**config.mk**
```make
export PLATFORM = sky130hd
export DESIGN_NAME = signdet_core_top
export DESIGN_NICKNAME = d
export VERILOG_FILES = /design/src/common/signdet_host_pkg.sv /design/src/common/signdet_result_pkg.sv /design/src/host/signdet_host_responder.sv /design/src/result/signdet_frame_scorer.sv /design/src/result/signdet_stability_filter.sv /design/src/source/signdet_core_top.sv /design/src/source/signdet_status_led.sv
export VERILOG_INCLUDE_DIRS = /design/src /design/src/common
export SDC_FILE = /design/constraint.sdc
export NUM_CORES = 1
export LEC_CHECK = 0
export ABC_AREA = 1
export BUFFER_PORTS_ARGS = -buffer_cell sky130_fd_sc_hd__buf_2
export CAP_MARGIN = 20
export CORE_MARGIN = 3
export CORE_UTILIZATION = 61
export CTS_BUF_LIST = sky130_fd_sc_hd__clkbuf_4 sky130_fd_sc_hd__clkbuf_8 sky130_fd_sc_hd__clkbuf_16
export DETAILED_ROUTE_END_ITERATION = 10
export MAX_ROUTING_LAYER = met4
export PLACE_DENSITY = 0.92
export SLEW_MARGIN = 20
export SYNTH_ARGS = -nofsm -noshare
export SYNTH_HDL_FRONTEND = slang
export SYNTH_SLANG_ARGS = --single-unit
```
**constraint.sdc**
```tcl
create_clock -name clk -period 3.4 [get_ports clk]
set_input_delay 1.02 -clock clk [delete_from_list [all_inputs] [get_ports clk]]
set_output_delay 1.02 -clock clk [all_outputs]
set_load 0.01 [all_outputs]
```
**src/common/signdet_params.svh**
```systemverilog
// Size and constant macros for the sign detection result path
`ifndef SIGNDET_PARAMS_SVH
`define SIGNDET_PARAMS_SVH

// ==============================
// Score stream
// ==============================
`define SIGNDET_SCORE_W 16   // Width of one class score
`define SIGNDET_IDX_W 4      // Class index, up to 16 scores per frame

// ==============================
// Decision filter and LEDs
// ==============================
`define SIGNDET_STABLE_MAX 15  // Stability counter saturates here

// Dimming counter, duty of 1 in 16
`define SIGNDET_PWM_W 4

// ==============================
// Host responses
// ==============================
`define SIGNDET_ASCII_DIGIT 4'h3    // High nibble of ASCII '0'..'9'
`define SIGNDET_READBACK_BYTES 6    // Three scores, two bytes each

`endif

```
**src/common/signdet_host_pkg.sv**
```systemverilog
// Host command codes and response byte type
`default_nettype none

package signdet_host_pkg;

  // Only the low three bits of a command byte are decoded
  // so 'i', 'j' and 'k' map onto 1, 2 and 3
  typedef enum logic [2:0] {
    CMD_READ_SCORES = 3'd1,   // 'i' six score bytes
    CMD_REPORT_NOW  = 3'd2,   // 'j' filtered digit
    CMD_REPORT_NEXT = 3'd3    // 'k' raw digit of next frame
  } host_cmd_e;

  // Other codes are accepted and dropped

  // One byte on the response stream
  typedef logic [7:0] resp_byte_t;

  // Digit replies are ASCII, scores go out as raw bytes
  // Scores are sent low byte first

endpackage

`default_nettype wire

```
**src/common/signdet_result_pkg.sv**
```systemverilog
// Score, class index and frame result types
`default_nettype none

`include "signdet_params.svh"

package signdet_result_pkg;

  // One classifier output per class
  typedef logic [`SIGNDET_SCORE_W-1:0] score_t;

  // Index of a class within a frame
  typedef logic [`SIGNDET_IDX_W-1:0] class_idx_t;

  // Published once per frame
  // Winner plus the first three scores for host readback
  typedef struct packed {
    class_idx_t win_idx;   // Highest score, lowest index on a tie
    score_t     score0;
    score_t     score1;
    score_t     score2;
  } frame_result_t;

endpackage

`default_nettype wire

```
**src/host/signdet_host_responder.sv**
```systemverilog
// Host command decoder and response byte sequencer
`timescale 1ns/100ps
`default_nettype none

`include "signdet_params.svh"

module signdet_host_responder
  import signdet_result_pkg::*;
  import signdet_host_pkg::*;
(
  input  wire                clk,
  input  wire                resetn,
  input  wire                i_cmd_valid,
  input  wire [7:0]          i_cmd,
  output logic               o_cmd_ready,
  input  wire                i_frame_valid,
  input  wire frame_result_t i_frame_result,
  input  wire class_idx_t    i_cur_idx,
  input  wire class_idx_t    i_det_idx,
  output logic               o_resp_valid,
  output resp_byte_t         o_resp,
  input  wire                i_resp_ready
);

  localparam int CNT_W = $clog2(`SIGNDET_READBACK_BYTES);

  typedef enum logic [2:0] {
    ST_IDLE,
    ST_SCORES,      // Readback bytes in flight
    ST_NEXT_WAIT,   // Waiting for a frame
    ST_NEXT_PEND,   // cur_idx settles this cycle
    ST_DIGIT        // Single digit in flight
  } state_e;

  state_e                            state_q;
  logic [CNT_W-1:0]                  byte_q;
  logic [8*`SIGNDET_READBACK_BYTES-1:0] snap_q;   // Scores at acceptance

  host_cmd_e        cmd_code;
  logic             cmd_fire;
  logic             resp_fire;
  logic             last_byte;
  logic [CNT_W-1:0] nxt_byte;

  function automatic resp_byte_t to_ascii(input class_idx_t idx);
    return resp_byte_t'({`SIGNDET_ASCII_DIGIT, idx});
  endfunction

  assign cmd_code    = host_cmd_e'(i_cmd[2:0]);
  assign o_cmd_ready = (state_q == ST_IDLE);   // Busy until last byte leaves
  assign cmd_fire    = i_cmd_valid & o_cmd_ready;
  assign resp_fire   = o_resp_valid & i_resp_ready;
  assign last_byte   = (byte_q == CNT_W'(`SIGNDET_READBACK_BYTES - 1));
  assign nxt_byte    = byte_q + 1'b1;

  // ==============================
  // Sequencer
  // ==============================
  always_ff @(posedge clk or negedge resetn)
  begin
    if (!resetn)
    begin
      state_q      <= ST_IDLE;
      byte_q       <= '0;
      o_resp_valid <= 1'b0;
    end
    else
    begin
      case (state_q)
        ST_IDLE:
        begin
          if (cmd_fire)
          begin
            case (cmd_code)
              CMD_READ_SCORES:
              begin
                state_q      <= ST_SCORES;
                byte_q       <= '0;
                o_resp_valid <= 1'b1;
              end
              CMD_REPORT_NOW:
              begin
                state_q      <= ST_DIGIT;
                o_resp_valid <= 1'b1;
              end
              CMD_REPORT_NEXT: state_q <= ST_NEXT_WAIT;
              default:         state_q <= ST_IDLE;  // Unknown code dropped
            endcase
          end
        end
        ST_SCORES:
        begin
          if (resp_fire)
          begin
            if (last_byte)
            begin
              state_q      <= ST_IDLE;
              o_resp_valid <= 1'b0;
            end
            else
              byte_q <= nxt_byte;
          end
        end
        ST_NEXT_WAIT:
        begin
          if (i_frame_valid)
            state_q <= ST_NEXT_PEND;
        end
        ST_NEXT_PEND:
        begin
          state_q      <= ST_DIGIT;
          o_resp_valid <= 1'b1;
        end
        ST_DIGIT:
        begin
          if (resp_fire)
          begin
            state_q      <= ST_IDLE;
            o_resp_valid <= 1'b0;
          end
        end
        default: state_q <= ST_IDLE;
      endcase
    end
  end

  // ==============================
  // Response data
  // ==============================
  always_ff @(posedge clk)
  begin
    if ((state_q == ST_IDLE) && cmd_fire)
    begin
      snap_q <= {i_frame_result.score2, i_frame_result.score1, i_frame_result.score0};
      if (cmd_code == CMD_REPORT_NOW)
        o_resp <= to_ascii(i_det_idx);
      else
        o_resp <= i_frame_result.score0[7:0];   // First readback byte
    end
    else if ((state_q == ST_SCORES) && resp_fire && !last_byte)
      o_resp <= snap_q[nxt_byte*8 +: 8];
    else if (state_q == ST_NEXT_PEND)
      o_resp <= to_ascii(i_cur_idx);            // Raw winner of that frame
  end

endmodule

`default_nettype wire

```
**src/result/signdet_frame_scorer.sv**
```systemverilog
// Per-frame argmax scorer with capture of the first three class scores
`timescale 1ns/100ps
`default_nettype none

`include "signdet_params.svh"

module signdet_frame_scorer
  import signdet_result_pkg::*;
(
  input  wire           clk,
  input  wire           resetn,
  input  wire           i_score_valid,
  input  wire score_t   i_score,
  input  wire           i_score_last,
  output logic          o_score_ready,
  output logic          o_frame_valid,
  output frame_result_t o_frame_result
);

  class_idx_t beat_q;          // Index of the next beat
  score_t     max_q;
  class_idx_t max_idx_q;
  score_t     cap0_q;
  score_t     cap1_q;
  score_t     cap2_q;
  logic       frame_valid_q;

  score_t     nxt_max;
  class_idx_t nxt_idx;
  score_t     nxt_cap0;
  score_t     nxt_cap1;
  score_t     nxt_cap2;
  logic       beat_fire;
  logic       first_beat;

  // One bubble per frame while the result is published
  assign o_score_ready = ~frame_valid_q;
  assign o_frame_valid = frame_valid_q;
  assign beat_fire     = i_score_valid & o_score_ready;
  assign first_beat    = (beat_q == '0);

  // ==============================
  // Running max and capture
  // ==============================
  always_comb
  begin
    nxt_max  = max_q;
    nxt_idx  = max_idx_q;
    nxt_cap0 = cap0_q;
    nxt_cap1 = cap1_q;
    nxt_cap2 = cap2_q;
    // Strictly greater, so a tie keeps the lower index
    if (first_beat || (i_score > max_q))
    begin
      nxt_max = i_score;
      nxt_idx = beat_q;
    end
    if (first_beat)
    begin
      nxt_cap0 = i_score;
      nxt_cap1 = '0;    // Short frames read back as zero
      nxt_cap2 = '0;
    end
    else if (beat_q == class_idx_t'(1))
      nxt_cap1 = i_score;
    else if (beat_q == class_idx_t'(2))
      nxt_cap2 = i_score;
  end

  always_ff @(posedge clk or negedge resetn)
  begin
    if (!resetn)
    begin
      beat_q        <= '0;
      frame_valid_q <= 1'b0;
    end
    else
    begin
      frame_valid_q <= beat_fire & i_score_last;
      if (beat_fire)
        beat_q <= i_score_last ? '0 : beat_q + 1'b1;  // Restart on last beat
    end
  end

  always_ff @(posedge clk)
  begin
    if (beat_fire)
    begin
      max_q     <= nxt_max;
      max_idx_q <= nxt_idx;
      cap0_q    <= nxt_cap0;
      cap1_q    <= nxt_cap1;
      cap2_q    <= nxt_cap2;
    end
  end

  // Result held until the next frame completes
  always_ff @(posedge clk or negedge resetn)
  begin
    if (!resetn)
      o_frame_result <= '0;
    else if (beat_fire && i_score_last)
    begin
      o_frame_result.win_idx <= nxt_idx;
      o_frame_result.score0  <= nxt_cap0;
      o_frame_result.score1  <= nxt_cap1;
      o_frame_result.score2  <= nxt_cap2;
    end
  end

endmodule

`default_nettype wire

```
**src/result/signdet_stability_filter.sv**
```systemverilog
// Consecutive-frame decision filter for the winning class index
`timescale 1ns/100ps
`default_nettype none

`include "signdet_params.svh"

module signdet_stability_filter
  import signdet_result_pkg::*;
(
  input  wire             clk,
  input  wire             resetn,
  input  wire             i_frame_valid,
  input  wire class_idx_t i_idx,
  output class_idx_t      o_cur_idx,    // Latest raw winner
  output class_idx_t      o_det_idx     // Filtered decision
);

  localparam int STAB_W = $clog2(`SIGNDET_STABLE_MAX + 1);

  logic [STAB_W-1:0] stable_q;   // Repeats of the current winner

  // ==============================
  // Raw index and repeat count
  // ==============================
  always_ff @(posedge clk or negedge resetn)
  begin
    if (!resetn)
    begin
      o_cur_idx <= '0;
      stable_q  <= '0;
    end
    else if (i_frame_valid)
    begin
      o_cur_idx <= i_idx;
      if (i_idx != o_cur_idx)
        stable_q <= '0;            // New class, start over
      else if (stable_q != STAB_W'(`SIGNDET_STABLE_MAX))
        stable_q <= stable_q + 1'b1;
    end
  end

  // ==============================
  // Decision update
  // ==============================
  // Count of 2 means three equal frames in a row
  // Window of 2 or 3 gives the update a second chance
  always_ff @(posedge clk or negedge resetn)
  begin
    if (!resetn)
      o_det_idx <= '0;
    else if ((stable_q == STAB_W'(2)) || (stable_q == STAB_W'(3)))
      o_det_idx <= o_cur_idx;
  end

endmodule

`default_nettype wire

```
**src/source/signdet_core_top.sv**
```systemverilog
// Top level of the sign detection result path with its four blocks
`timescale 1ns/100ps
`default_nettype none

module signdet_core_top
  import signdet_result_pkg::*;
  import signdet_host_pkg::*;
(
  input  wire             clk,
  input  wire             resetn,

  // Classifier score stream
  input  wire             i_score_valid,
  input  wire score_t     i_score,
  input  wire             i_score_last,
  output wire             o_score_ready,

  // Host commands and responses
  input  wire             i_cmd_valid,
  input  wire [7:0]       i_cmd,
  output wire             o_cmd_ready,
  output wire             o_resp_valid,
  output wire resp_byte_t o_resp,
  input  wire             i_resp_ready,

  // Status LEDs
  output wire class_idx_t o_led,
  output wire [2:0]       o_rgb
);

  logic          frame_valid;    // One pulse per frame
  frame_result_t frame_result;
  class_idx_t    cur_idx;
  class_idx_t    det_idx;

  // ==============================
  // Result path
  // ==============================
  signdet_frame_scorer signdet_frame_scorer_inst (
    .clk            (clk),
    .resetn         (resetn),
    .i_score_valid  (i_score_valid),
    .i_score        (i_score),
    .i_score_last   (i_score_last),
    .o_score_ready  (o_score_ready),
    .o_frame_valid  (frame_valid),
    .o_frame_result (frame_result)
  );

  signdet_stability_filter signdet_stability_filter_inst (
    .clk           (clk),
    .resetn        (resetn),
    .i_frame_valid (frame_valid),
    .i_idx         (frame_result.win_idx),
    .o_cur_idx     (cur_idx),
    .o_det_idx     (det_idx)
  );

  // ==============================
  // Host and LEDs
  // ==============================
  signdet_host_responder signdet_host_responder_inst (
    .clk            (clk),
    .resetn         (resetn),
    .i_cmd_valid    (i_cmd_valid),
    .i_cmd          (i_cmd),
    .o_cmd_ready    (o_cmd_ready),
    .i_frame_valid  (frame_valid),
    .i_frame_result (frame_result),
    .i_cur_idx      (cur_idx),
    .i_det_idx      (det_idx),
    .o_resp_valid   (o_resp_valid),
    .o_resp         (o_resp),
    .i_resp_ready   (i_resp_ready)
  );

  signdet_status_led signdet_status_led_inst (
    .clk       (clk),
    .resetn    (resetn),
    .i_det_idx (det_idx),
    .o_led     (o_led),
    .o_rgb     (o_rgb)
  );

endmodule

`default_nettype wire

```
**src/source/signdet_status_led.sv**
```systemverilog
// Status LED driver with index code and dimmed colour outputs
`timescale 1ns/100ps
`default_nettype none

`include "signdet_params.svh"

module signdet_status_led
  import signdet_result_pkg::*;
(
  input  wire             clk,
  input  wire             resetn,
  input  wire class_idx_t i_det_idx,
  output class_idx_t      o_led,
  output logic [2:0]      o_rgb     // Green, blue, red from bit 0 up
);

  logic [`SIGNDET_PWM_W-1:0] pwm_q;   // Free-running dimmer
  logic                      pwm_on;

  assign pwm_on = (pwm_q == '0);

  // ==============================
  // LED registers
  // ==============================
  always_ff @(posedge clk or negedge resetn)
  begin
    if (!resetn)
    begin
      pwm_q <= '0;
      o_led <= '0;
      o_rgb <= '0;
    end
    else
    begin
      pwm_q <= pwm_q + 1'b1;
      o_led <= i_det_idx;
      // One cycle in sixteen keeps the colour LEDs dim
      o_rgb <= {i_det_idx[3], i_det_idx[2], i_det_idx[1]} & {3{pwm_on}};
    end
  end

endmodule

`default_nettype wire

```
**After elaboration in Yosys (flattened, before gate mapping)**

Index checks and enable logic that the tools add are counted.

- Memories kept: 0
- Output and inout bits: 18
- Register bits: 211
- Logic and storage cells: 108
- Latch bits: 0
- Memory bits (read-only): 0
- Input port bits: 30
- RAM bits: 0

- Div/mod/pow operators: 0
- Bitwise operators: 6
- $add $sub $neg: 4
- Equal/unequal tests: 22
- Muxes and demuxes: 32
- Multipliers: 0
- Shift-type cells: 1
- Order comparisons: 1
- Reductions and logical operators: 20

Operators with widths:

| operator | number |
|---|---|
| 2-to-1 mux 16 bit | 6 |
| indexed part select 48 x 7 -> 8 bit | 1 |
| 2-to-1 mux 8 bit | 4 |
| 2-to-1 mux 3 bit | 9 |
| > comparator 16 bit | 1 |
| 2-to-1 mux 4 bit | 4 |
| one-hot mux 3 bit (5 select lines) | 1 |
| adder 4 x 1 -> 4 bit (second input constant) | 3 |
| equality test 3 x 2 -> 1 bit (second input constant) | 4 |
| equality test 4 x 2 -> 1 bit (second input constant) | 3 |
| != test 2 bit (second input constant) | 5 |
| AND reduction 5 bit | 2 |
| one-hot mux 3 bit (3 select lines) | 1 |
| logical NOT 4 bit | 2 |
| equality test 3 x 1 -> 1 bit (second input constant) | 2 |
| equality test 3 bit (second input constant) | 2 |
| != test 2 x 1 -> 1 bit (second input constant) | 3 |
| one-hot mux 3 bit (2 select lines) | 1 |
| AND reduction 6 bit | 1 |
| 2-to-1 mux 1 bit | 5 |
| AND 1 bit | 4 |
| equality test 4 x 1 -> 1 bit (second input constant) | 1 |
| logical AND 1 bit | 4 |
| != test 4 bit | 1 |
| 13 further kinds | 16 |

**Longest topological paths before layout**

Gate-level depths: netlist of the first run.

- Depth in word-level cells: 5
- Mapped depth: 16
- Gate-level depth less buffers: 16

**Hierarchy**

A second synthesis of the first run with hierarchy kept.

- Cell total of the unflattened synthesis: 961
- Area, all modules: 9,560.4 um2

By module, submodules not included:

| module | cells each | instances | seq. area each (um2) | area an instance (um2) |
|---|---|---|---|---|
| signdet_frame_scorer | 534 | 1 | 3,468.3 | 5,564.1 |
| signdet_host_responder | 306 | 1 | 1,856.8 | 2,965.3 |
| signdet_stability_filter | 92 | 1 | 300.3 | 661.9 |
| signdet_status_led | 29 | 1 | 275.3 | 369.1 |

**Worst setup path after synthesis of the first run**

OpenSTA, ideal clock, no wires.

- Kind: input to register
- Start: input i_score[15]
- End: register signdet_frame_scorer_inst.max_q[0], enable pin
- Buffers on the path: 0
- Library setup time: 0.394 ns
- Slack: 0.326 ns
- Arrival: 2.679 ns
- Required time: 3.006 ns
- Stages: 7
- Cell sequence: ha_1 nand2_1 nor3_1 nand2_1 nand2_1 nand2_1 a21oi_1

- Word-level cells in the longest chain between the ends: 3

RTL lines:

| element | RTL line | RTL |
|---|---|---|
| start, declared | signdet_core_top.sv:14 | `input wire score_t i_score,` |
| > comparator 16 bit | signdet_frame_scorer.sv:53 | `if (first_beat \|\| (i_score > max_q))` |
| logical OR 1 bit | signdet_frame_scorer.sv:53 |  |
| AND reduction 2 bit (no line) | - |  |
| end signal, assigned | signdet_frame_scorer.sv:89 | `max_q <= nxt_max;` |
| end, declared | signdet_frame_scorer.sv:21 | `score_t max_q;` |

Every way passes these cells.
A chain may end at the register's enable or synchronous reset.

**Final worst setup path of the first run**

- Start: input i_score[13]
- End: register signdet_frame_scorer_inst.max_q[6], enable pin

The elaborated chain is that of the path after synthesis.

==> flow_summary_export.csv, run 1 <==
group,metric,value,unit
run_status,status,"finished, final reports clean",
logic_synthesis,synthMostInstantiatedCell,"sky130_fd_sc_hd__nand2_1",
logic_synthesis,synth.net_count,948,
worst_setup_path,path_class,"in -> reg",
worst_setup_path,path_max_fanout,16,
global_routing,grt_max_degree,61,
clock_network,cts_hold_buf,0,
global_routing,gr-usage-met3,4.17,%
die,initial_core_util,62.4,%
worst_setup_path,worst_path_buffer_plus_inverter_count,2,
logic_synthesis,synth_top_area_share,40.9,%
clock_network,cts_root_buffer,"sky130_fd_sc_hd__clkbuf_16",
logic_synthesis,synth.yosys.seq_area_share,64.8,%
logic_synthesis,synthFlopType,"sky130_fd_sc_hd__edfxtp_1",
layout,stdcell_area,0.0102,mm2
global_routing,use_met1,35.0,%
timing,max_freq,389,MHz
clock_network,post_cts_resized,0,
global_routing,grt_pass1_vias,6369,
timing,worst_setup_skew_after_layout,13.8,ps
worst_setup_path,cp_cell_sequence,"buf_2 > ha_1 > nand2_1 > nor3_1 > nand2_1 > nand2_1 > nand2_1 > a21oi_1 > buf_4",
global_routing,grt.overflow.total,0,
clock_network,post-cts-setup-buffers,0,
timing,slew_headroom,55.0,%
die,design.die.area,0.0164,mm2
routing,antenna_violating_nets_post_route,0,
global_routing,most_used_routing_layer,"met2",
timing,period_minus_slack,2570,ps
pwr,power.ir.vdd_worst,0.437,mV
worst_setup_path,r2r_slack,1020,ps
clock_network,clkSlewWorstSetupHoldPaths,60,ps
worst_setup_path,critical_path.startpoint_type,"primary input",
routing,drt_drc_violations_left,0,
die,dieWidth,128,um
layout,areaGrowthSynthToFinish,12.1,%
timing,worstMarginPinSlew,674,ps
global_routing,grt_first_pass_wirelength,32700,um
layout,layout.area.seq,0.00590,mm2
routing,route.vias.total,6538,
pwr,p_leak,4.60,nW
clock_network,clock_tree_from_tritoncts,"built",
worst_setup_path,worst-endpoint-arrival,2760,ps
die,ios,48,
placed_design,instance_area_at_placement,0.00948,mm2
timing,final_hold_viol_count,0,
routing,vias_per_instance,5.76,
clock_network,clock_sink_count,211,
worst_setup_path,slowest_delay,320,ps
logic_synthesis,post_synth_edffs,124,
global_routing,grt_usage,25.8,%
placed_design,io_buffers,42,
logic_synthesis,ys_warn_count,0,
logic_synthesis,avgSynthCellArea,10.2,um2
placed_design,routabilityCongestion,0.858,
logic_synthesis,asyncSetResetFlopFracSynth,41.2,%
timing,grt_setup_unrepaired,"false",
routing,drt-wirelength-per-cell,17.7,um
worst_setup_path,worst_path_most_repeated_cell,"sky130_fd_sc_hd__nand2_1",
clock_network,cts.path.max_buffers,3,
clock_network,cts_buffers,21,
logic_synthesis,synth.cells.most_frequent,"sky130_fd_sc_hd__nand2_1, sky130_fd_sc_hd__edfxtp_1, sky130_fd_sc_hd__nor2_1",
worst_setup_path,critPathCaptureType,"flip-flop",
logic_synthesis,netlist_area_pre_place,0.00910,mm2
timing,setup_viol,0,
timing,report.final.slew_viol_count,0,
pwr,powerDensity,754,mW/mm2
min_path,worstHoldPathType,"reg -> reg",
logic_synthesis,ys_types,35,
timing,final_cycle_utilization_of_the_critical_path,75.5,%
job,cap_violations,0,
layout,antenna-diode-count,0,
worst_setup_path,required_time_at_the_endpoint_of_the_critical_path,3590,ps
logic_synthesis,synthTopCellsByArea,"sky130_fd_sc_hd__edfxtp_1, sky130_fd_sc_hd__dfrtp_1, sky130_fd_sc_hd__nand2_1",
logic_synthesis,largest_area_contributor_in_the_netlist,"sky130_fd_sc_hd__edfxtp_1",
worst_setup_path,cpLargestDelayFamily,"simple AND/OR/NAND/NOR gates",
layout,final_layout_size_suffix_gt1_share,11.5,%
timing,setup-tns-final,0,ps
worst_setup_path,critPathSlowestCell,"sky130_fd_sc_hd__nor3_1",
layout,fin_nets,993,
placed_design,dp.final_hpwl,13000,um
clock_network,h-tree-depth,1,
global_routing,grt_use_met2,40.9,%
die,rows,44,
layout,layout.filler_cells,938,
clock_network,worstSkewPairLatency,500,ps
routing,initialDrtViolationCount,759,
routing,drt_first_pass_iters,6,
routing,finalWirelength,20100,um
logic_synthesis,synthesis.instances,892,
logic_synthesis,ys_ff_latch,211,
layout,multi_input_comb_area,0.00278,mm2
global_routing,number_of_antenna_violations_at_the_first_check_in_global_routing,0,
die,core_area,0.0146,mm2
die,chipHeight,128,um
layout make-up:
class                   count  area share (%)
repair buffers             51            2.75
clock buffers              27            6.06
well taps                 184            2.26
flip-flops and latches    211            57.8
multi-input cells         577            27.3
inverters                  75            2.81
clock inverters            10            1.03
sequential cells by signal, summed over array words and instances (netlist names), 8 cells and up:
signal	count
signdet_frame_scorer_inst.cap1_q	16
signdet_host_responder_inst.snap_q	48
signdet_frame_scorer_inst.cap2_q	16
signdet_frame_scorer_inst.o_frame_result	52
signdet_frame_scorer_inst.max_q	16
signdet_frame_scorer_inst.cap0_q	16
signdet_host_responder_inst.o_resp	8
report_power, final:
group          internal (W)  total, W  switching, W  leakage [nW]
clock               0.00144   0.00240      0.000960         0.361
sequential          0.00341   0.00370      0.000292          2.29
combinational      0.000467   0.00159       0.00112          1.94
cell families (layout without fill, tap and decap cells):
family	after synthesis	count (layout)	share of synthesized area (%)
compound gates	134	134	7.94
xor+xnor	8	8	0.770
fa+ha+maj	26	26	3.57
buf+inv	104	163	4.67
flops	211	211	64.8
mux	1	1	0.110
simple gates	408	408	18.1
routing by layer:
layer / wire length, um / share of wire (%) / up-vias
li1: - / - / 3042
met1: 8330 / 42 / 3155
met2: 9580 / 48 / 284
met3: 1550 / 7.7 / 57
met4: 592 / 3.0 / 0
met5: 0 / 0 / -
final timing paths:
| check | from | end | cells after the start |
|---|---|---|---|
| worst min register to register | signdet_stability_filter_inst.o_det_idx[3] | signdet_status_led_inst.o_led[3] | 0 |
| worst max register to register | signdet_host_responder_inst.byte_q[0] | signdet_host_responder_inst.o_resp[1] | 7 |
| worst min-delay path | signdet_stability_filter_inst.o_det_idx[3] | signdet_status_led_inst.o_led[3] | 0 |
| min in group asynchronous | resetn | signdet_frame_scorer_inst.o_frame_result[2] | 1 |
| max in group asynchronous | resetn | signdet_frame_scorer_inst.o_frame_result[40] | 2 |
| worst max-delay path | i_score[13] | signdet_frame_scorer_inst.max_q[6] | 9 |
placed cells by master, fill, tap and decap left out, types with 4 or more instances in the layout:
| cell type | Yosys | final |
|---|---|---|
| sky130_fd_sc_hd__nand2_1 | 266 | 266 |
| sky130_fd_sc_hd__edfxtp_1 | 124 | 124 |
| sky130_fd_sc_hd__nor2_1 | 103 | 103 |
| sky130_fd_sc_hd__dfrtp_1 | 87 | 87 |
| sky130_fd_sc_hd__o21ai_0 | 78 | 78 |
| sky130_fd_sc_hd__inv_1 | 67 | 66 |
| sky130_fd_sc_hd__buf_2 | 12 | 41 |
| sky130_fd_sc_hd__a21oi_1 | 32 | 32 |
| sky130_fd_sc_hd__ha_1 | 26 | 26 |
| sky130_fd_sc_hd__clkbuf_16 | 0 | 23 |
| sky130_fd_sc_hd__nand3_1 | 18 | 18 |
| sky130_fd_sc_hd__buf_4 | 2 | 10 |
| sky130_fd_sc_hd__o22ai_1 | 9 | 9 |
| sky130_fd_sc_hd__inv_2 | 6 | 7 |
| sky130_fd_sc_hd__nor3_1 | 7 | 7 |
| sky130_fd_sc_hd__xor2_1 | 6 | 6 |
| sky130_fd_sc_hd__clkinv_2 | 0 | 5 |
| sky130_fd_sc_hd__o21ai_1 | 4 | 4 |
stage by stage:
stage / hold WS, ps / utilization, % / setup slack, ps / total power, W / std cells
floorplan: 374 / - / 326 / 0.00471 / 892
global placement: 393 / 65.0 / 479 / 0.00509 / 1098
detailed placement: 400 / 65.0 / 405 / 0.00523 / 1098
CTS: 414 / 69.9 / 892 / 0.00767 / 1135
global route: 433 / 69.9 / 643 / 0.00805 / 1135
finish: 415 / 69.9 / 831 / 0.00769 / 1135
Note: power is estimated with default switching activity, not from simulation.
==> inputs of run 2 (changes only) <==
Clock period 3.4 ns to 2.5 ns, I/O delays scaled along.
==> flow_summary_export.csv, run 2 (synthesis results as in run 1) <==
group,metric,value,unit
layout,final_layout_size_suffix_gt1_share,13.9,%
timing,grt_setup_unrepaired,"false",
die,core_area,0.0146,mm2
worst_setup_path,critPathCaptureType,"primary output",
routing,route.vias.total,6905,
routing,drt_drc_violations_left,0,
min_path,worstHoldPathType,"in -> async",
clock_network,clock_tree_from_tritoncts,"built",
routing,drt-wirelength-per-cell,18.4,um
timing,worst_setup_skew_after_layout,8.68,ps
routing,finalWirelength,21400,um
layout,max_flop_register,"signdet_frame_scorer_inst.o_frame_result",
global_routing,grt_first_pass_wirelength,34900,um
timing,final_hold_viol_count,0,
global_routing,number_of_antenna_violations_at_the_first_check_in_global_routing,0,
clock_network,worstSkewPairLatency,500,ps
worst_setup_path,worst_path_buffer_plus_inverter_count,2,
global_routing,grt_max_degree,50,
routing,drt_first_pass_iters,8,
layout,antenna-diode-count,0,
clock_network,post_cts_resized,0,
die,rows,44,
routing,initialDrtViolationCount,1161,
placed_design,routabilityCongestion,0.875,
pwr,p_leak,4.76,nW
timing,slew_headroom,53.2,%
layout,reg_top3,"signdet_frame_scorer_inst.o_frame_result (52), signdet_host_responder_inst.snap_q (48)",
clock_network,cts.path.max_buffers,3,
timing,worstMarginPinSlew,701,ps
clock_network,clkSlewWorstSetupHoldPaths,60,ps
clock_network,cts_root_buffer,"sky130_fd_sc_hd__clkbuf_16",
worst_setup_path,path_class,"reg -> out",
worst_setup_path,worst-endpoint-arrival,1470,ps
die,design.die.area,0.0164,mm2
global_routing,grt_use_met2,45.4,%
worst_setup_path,critical_path.startpoint_type,"flip-flop",
pwr,power.ir.vdd_worst,0.632,mV
routing,antenna_violating_nets_post_route,0,
global_routing,grt_pass1_vias,6841,
die,ios,48,
layout,fin_nets,1017,
worst_setup_path,required_time_at_the_endpoint_of_the_critical_path,1750,ps
pwr,powerDensity,1020,mW/mm2
worst_setup_path,critPathSlowestCell,"sky130_fd_sc_hd__dfrtp_1",
timing,report.final.slew_viol_count,0,
global_routing,grt.overflow.total,0,
global_routing,use_met1,36.1,%
layout,most_used_cells_in_the_layout_excluding_fill_and_tap_cells,"sky130_fd_sc_hd__nand2_1, sky130_fd_sc_hd__edfxtp_1, sky130_fd_sc_hd__nor2_1",
layout,mostFrequentLayoutCell,"sky130_fd_sc_hd__nand2_1",
global_routing,grt_usage,27.9,%
timing,final_cycle_utilization_of_the_critical_path,88.7,%
worst_setup_path,slowest_delay,450,ps
layout,largest_reg_flops,52,
die,chipHeight,128,um
global_routing,most_used_routing_layer,"met2",
run_status,status,"finished, final reports clean",
worst_setup_path,cp_cell_sequence,"nor2_2 > inv_2 > nor2_4 > buf_2",
global_routing,gr-usage-met3,5.25,%
routing,vias_per_instance,5.95,
clock_network,clock_sink_count,211,
clock_network,post-cts-setup-buffers,0,
clock_network,cts_hold_buf,0,
timing,setup_viol,0,
placed_design,io_buffers,42,
job,cap_violations,0,
clock_network,cts_buffers,22,
timing,timing.hold.ws,253,ps
timing,max_freq,451,MHz
worst_setup_path,cpLargestDelayFamily,"flip-flops",
worst_setup_path,path_max_fanout,4,
timing,period_minus_slack,2220,ps
clock_network,h-tree-depth,1,
layout,areaGrowthSynthToFinish,15.4,%
placed_design,dp.final_hpwl,13500,um
die,initial_core_util,62.4,%
timing,setup-tns-final,0,ps
die,dieWidth,128,um
==> run 2: metal layers <==
metal | wire length [um] | vias up | share of wire, %
met2 | 10600 | 464 | 50
met5 | 0 | - | 0
met3 | 2250 | 58 | 11
met4 | 496 | 0 | 2.3
met1 | 8010 | 3291 | 37
li1 | - | 3092 | -
==> run 2: per-stage QoR <==
| step | worst slack (ps) | instances | total power (W) | instance area, um2 | util (%) |
|---|---|---|---|---|---|
| 6_report | 283 | 1161 | 0.0108 | 10500 | 72.0 |
| 3_5_place_dp | -24.1 | 1121 | 0.00719 | 9740 | 66.7 |
| 4_1_cts | 268 | 1161 | 0.0107 | 10500 | 72.0 |
| 3_3_place_gp | 12.0 | 1121 | 0.00700 | 9740 | 66.7 |
| 5_1_grt | 224 | 1161 | 0.0113 | 10500 | 72.0 |
| 2_1_floorplan | 17.2 | 892 | 0.00642 | 9110 | - |
==> run 2: path summary, 6_finish.rpt <==
path	start	endpoint	slack, ps	cells past startpoint
min in group clk	signdet_stability_filter_inst.o_det_idx[1]	signdet_status_led_inst.o_led[1]	420	0
max in group asynchronous	resetn	signdet_stability_filter_inst.stable_q[3]	1580	2
hold / removal	resetn	signdet_frame_scorer_inst.o_frame_result[44]	250	1
setup reg to reg	signdet_host_responder_inst.byte_q[0]	signdet_host_responder_inst.o_resp[2]	430	7
hold reg to reg	signdet_stability_filter_inst.o_det_idx[1]	signdet_status_led_inst.o_led[1]	420	0
setup / recovery	signdet_host_responder_inst.state_q[1]	o_cmd_ready	280	4
==> run 2: area by class of cell <==
cell class	instances	area (um2)
fillers	878	4080
inverters	75	287
clock buffers	30	658
clock inverters	10	111
well taps	184	230
repair buffers	74	528
flip-flops and latches	211	5900
multi-input cells	577	2790
==> run 2: where the power goes <==
| part | switching [W] | total [W] | internal, W |
|---|---|---|---|
| Clock | 0.00135 | 0.00342 | 0.00207 |
| Combinational | 0.00158 | 0.00229 | 0.000701 |
| Sequential | 0.000426 | 0.00507 | 0.00464 |
| Total | 0.00336 | 0.0108 | 0.00741 |
==> inputs of run 3 (changes only) <==
Settings changed: CORE_MARGIN 3 to 2.
==> flow_summary_export.csv, run 3 (synthesis results as in run 1) <==
group,metric,value,unit
run_status,status,"finished, final reports clean",
timing,grt_setup_unrepaired,"false",
clock_network,cts_hold_buf,0,
clock_network,cts_buffers,22,
placed_design,io_buffers,42,
global_routing,grt_pass1_vias,6668,
timing,final_hold_viol_count,0,
placed_design,dp.final_hpwl,13500,um
die,dieWidth,126,um
layout,final_layout_size_suffix_gt1_share,14.1,%
placed_design,routabilityCongestion,0.866,
timing,max_freq,445,MHz
min_path,worstHoldPathType,"in -> async",
timing,slew_headroom,66.6,%
global_routing,number_of_antenna_violations_at_the_first_check_in_global_routing,0,
layout,largest_reg_flops,52,
timing,final_cycle_utilization_of_the_critical_path,89.9,%
clock_network,clock_sink_count,211,
clock_network,post-cts-setup-buffers,0,
die,core_area,0.0145,mm2
die,ios,48,
die,rows,44,
layout,antenna-diode-count,0,
worst_setup_path,worst-endpoint-arrival,1500,ps
worst_setup_path,cpLargestDelayFamily,"flip-flops",
global_routing,grt_usage,27.8,%
routing,initialDrtViolationCount,1197,
clock_network,cts.path.max_buffers,3,
layout,layout.filler_cells,910,
layout,fin_nets,1018,
clock_network,h-tree-depth,1,
placed_design,dp_cell_count,1122,
worst_setup_path,critPathCaptureType,"primary output",
timing,worst_setup_skew_after_layout,11.4,ps
worst_setup_path,required_time_at_the_endpoint_of_the_critical_path,1750,ps
routing,antenna_violating_nets_post_route,0,
worst_setup_path,cp_cell_sequence,"nor2_2 > inv_2 > nor2_4 > buf_2",
layout,multi_input_comb_area,0.00279,mm2
global_routing,grt.overflow.total,0,
pwr,powerDensity,1020,mW/mm2
routing,vias_per_instance,5.90,
die,design.die.area,0.0159,mm2
layout,layout.area.seq,0.00590,mm2
timing,period_minus_slack,2250,ps
clock_network,worstSkewPairLatency,510,ps
timing,finalWorstSetupSlack,253,ps
worst_setup_path,critPathSlowestCell,"sky130_fd_sc_hd__dfrtp_1",
layout,reg_top3,"signdet_frame_scorer_inst.o_frame_result (52), signdet_host_responder_inst.snap_q (48)",
routing,drt_drc_violations_left,0,
clock_network,cts_root_buffer,"sky130_fd_sc_hd__clkbuf_16",
worst_setup_path,path_max_fanout,4,
job,cap_violations,0,
routing,drt_first_pass_iters,8,
timing,setup-tns-final,0,ps
worst_setup_path,worst_path_buffer_plus_inverter_count,2,
timing,setup_viol,0,
pwr,power.ir.vdd_worst,0.678,mV
worst_setup_path,path_class,"reg -> out",
layout,max_flop_register,"signdet_frame_scorer_inst.o_frame_result",
clock_network,clock_tree_from_tritoncts,"built",
clock_network,post_cts_resized,0,
layout,instances_no_fill,1162,
routing,drt-wirelength-per-cell,18.2,um
routing,finalWirelength,21100,um
global_routing,grt_max_degree,61,
routing,route.vias.total,6861,
clock_network,clkSlewWorstSetupHoldPaths,60,ps
pwr,p_leak,4.77,nW
die,chipHeight,126,um
layout,areaGrowthSynthToFinish,15.4,%
worst_setup_path,slowest_delay,440,ps
placed_design,place_worst_setup_slack,-14.5,ps
timing,worstMarginPinSlew,500,ps
layout,mostFrequentLayoutCell,"sky130_fd_sc_hd__nand2_1",
worst_setup_path,critical_path.startpoint_type,"flip-flop",
global_routing,grt_first_pass_wirelength,34100,um
die,initial_core_util,62.6,%
layout,most_used_cells_in_the_layout_excluding_fill_and_tap_cells,"sky130_fd_sc_hd__nand2_1, sky130_fd_sc_hd__edfxtp_1, sky130_fd_sc_hd__nor2_1",
timing,report.final.slew_viol_count,0,
timing,timing.hold.ws,153,ps
## run 3: area by class of cell
class                   count  area share, %
well taps                 184           2.19
inverters                  75           2.73
clock inverters             8          0.894
multi-input cells         577           26.6
repair buffers             75           4.98
flip-flops and latches    211           56.2
clock buffers              32           6.42
## run 3: layer usage
| metal | GRT usage [%] | wire length (um) | up-vias |
|---|---|---|---|
| li1 | - | - | 3092 |
| met1 | 36.6 | 7970 | 3270 |
| met2 | 44.9 | 10300 | 424 |
| met3 | 4.55 | 2150 | 75 |
| met4 | 9.24 | 700 | 0 |
| met5 | - | 0 | - |
## run 3: worst register-to-register path: stages (launching register included)
cell                       delay (ps)
sky130_fd_sc_hd__edfxtp_1         330
sky130_fd_sc_hd__inv_1             40
sky130_fd_sc_hd__ha_1             290
sky130_fd_sc_hd__nand2_1           90
sky130_fd_sc_hd__nor3_1           290
sky130_fd_sc_hd__nand2_1           90
sky130_fd_sc_hd__nand2_1           90
sky130_fd_sc_hd__nand2_1          200
sky130_fd_sc_hd__a21oi_4          210
sky130_fd_sc_hd__buf_12           170
## run 3: path summary, 6_finish.rpt
check	from	slack [ps]	depth (start not counted)	endpoint
worst max-delay path	signdet_host_responder_inst.state_q[1]	250	4	o_cmd_ready
worst min-delay path	resetn	150	1	signdet_frame_scorer_inst.o_frame_result[5]
worst max register to register	signdet_frame_scorer_inst.max_q[15]	400	9	signdet_frame_scorer_inst.max_q[13]
worst min register to register	signdet_stability_filter_inst.o_det_idx[2]	410	0	signdet_status_led_inst.o_led[2]
max in group asynchronous	resetn	1690	2	signdet_status_led_inst.o_led[1]
min in group clk	signdet_stability_filter_inst.o_det_idx[2]	410	0	signdet_status_led_inst.o_led[2]
## run 3: stage by stage
stage	utilization (%)	instance area [um2]	power, W
final	72.3	10500	0.0107
after global placement	67.0	9730	0.00700
after detailed placement	67.0	9730	0.00717
after floorplan	-	9110	0.00642
after global routing	72.3	10500	0.0112
after CTS	72.3	10500	0.0107
## run 3: power by group
| part | internal (W) | switching [W] |
|---|---|---|
| sequential | 0.00464 | 0.000417 |
| combinational | 0.000700 | 0.00154 |
| clock | 0.00208 | 0.00133 |
| total | 0.00742 | 0.00329 |
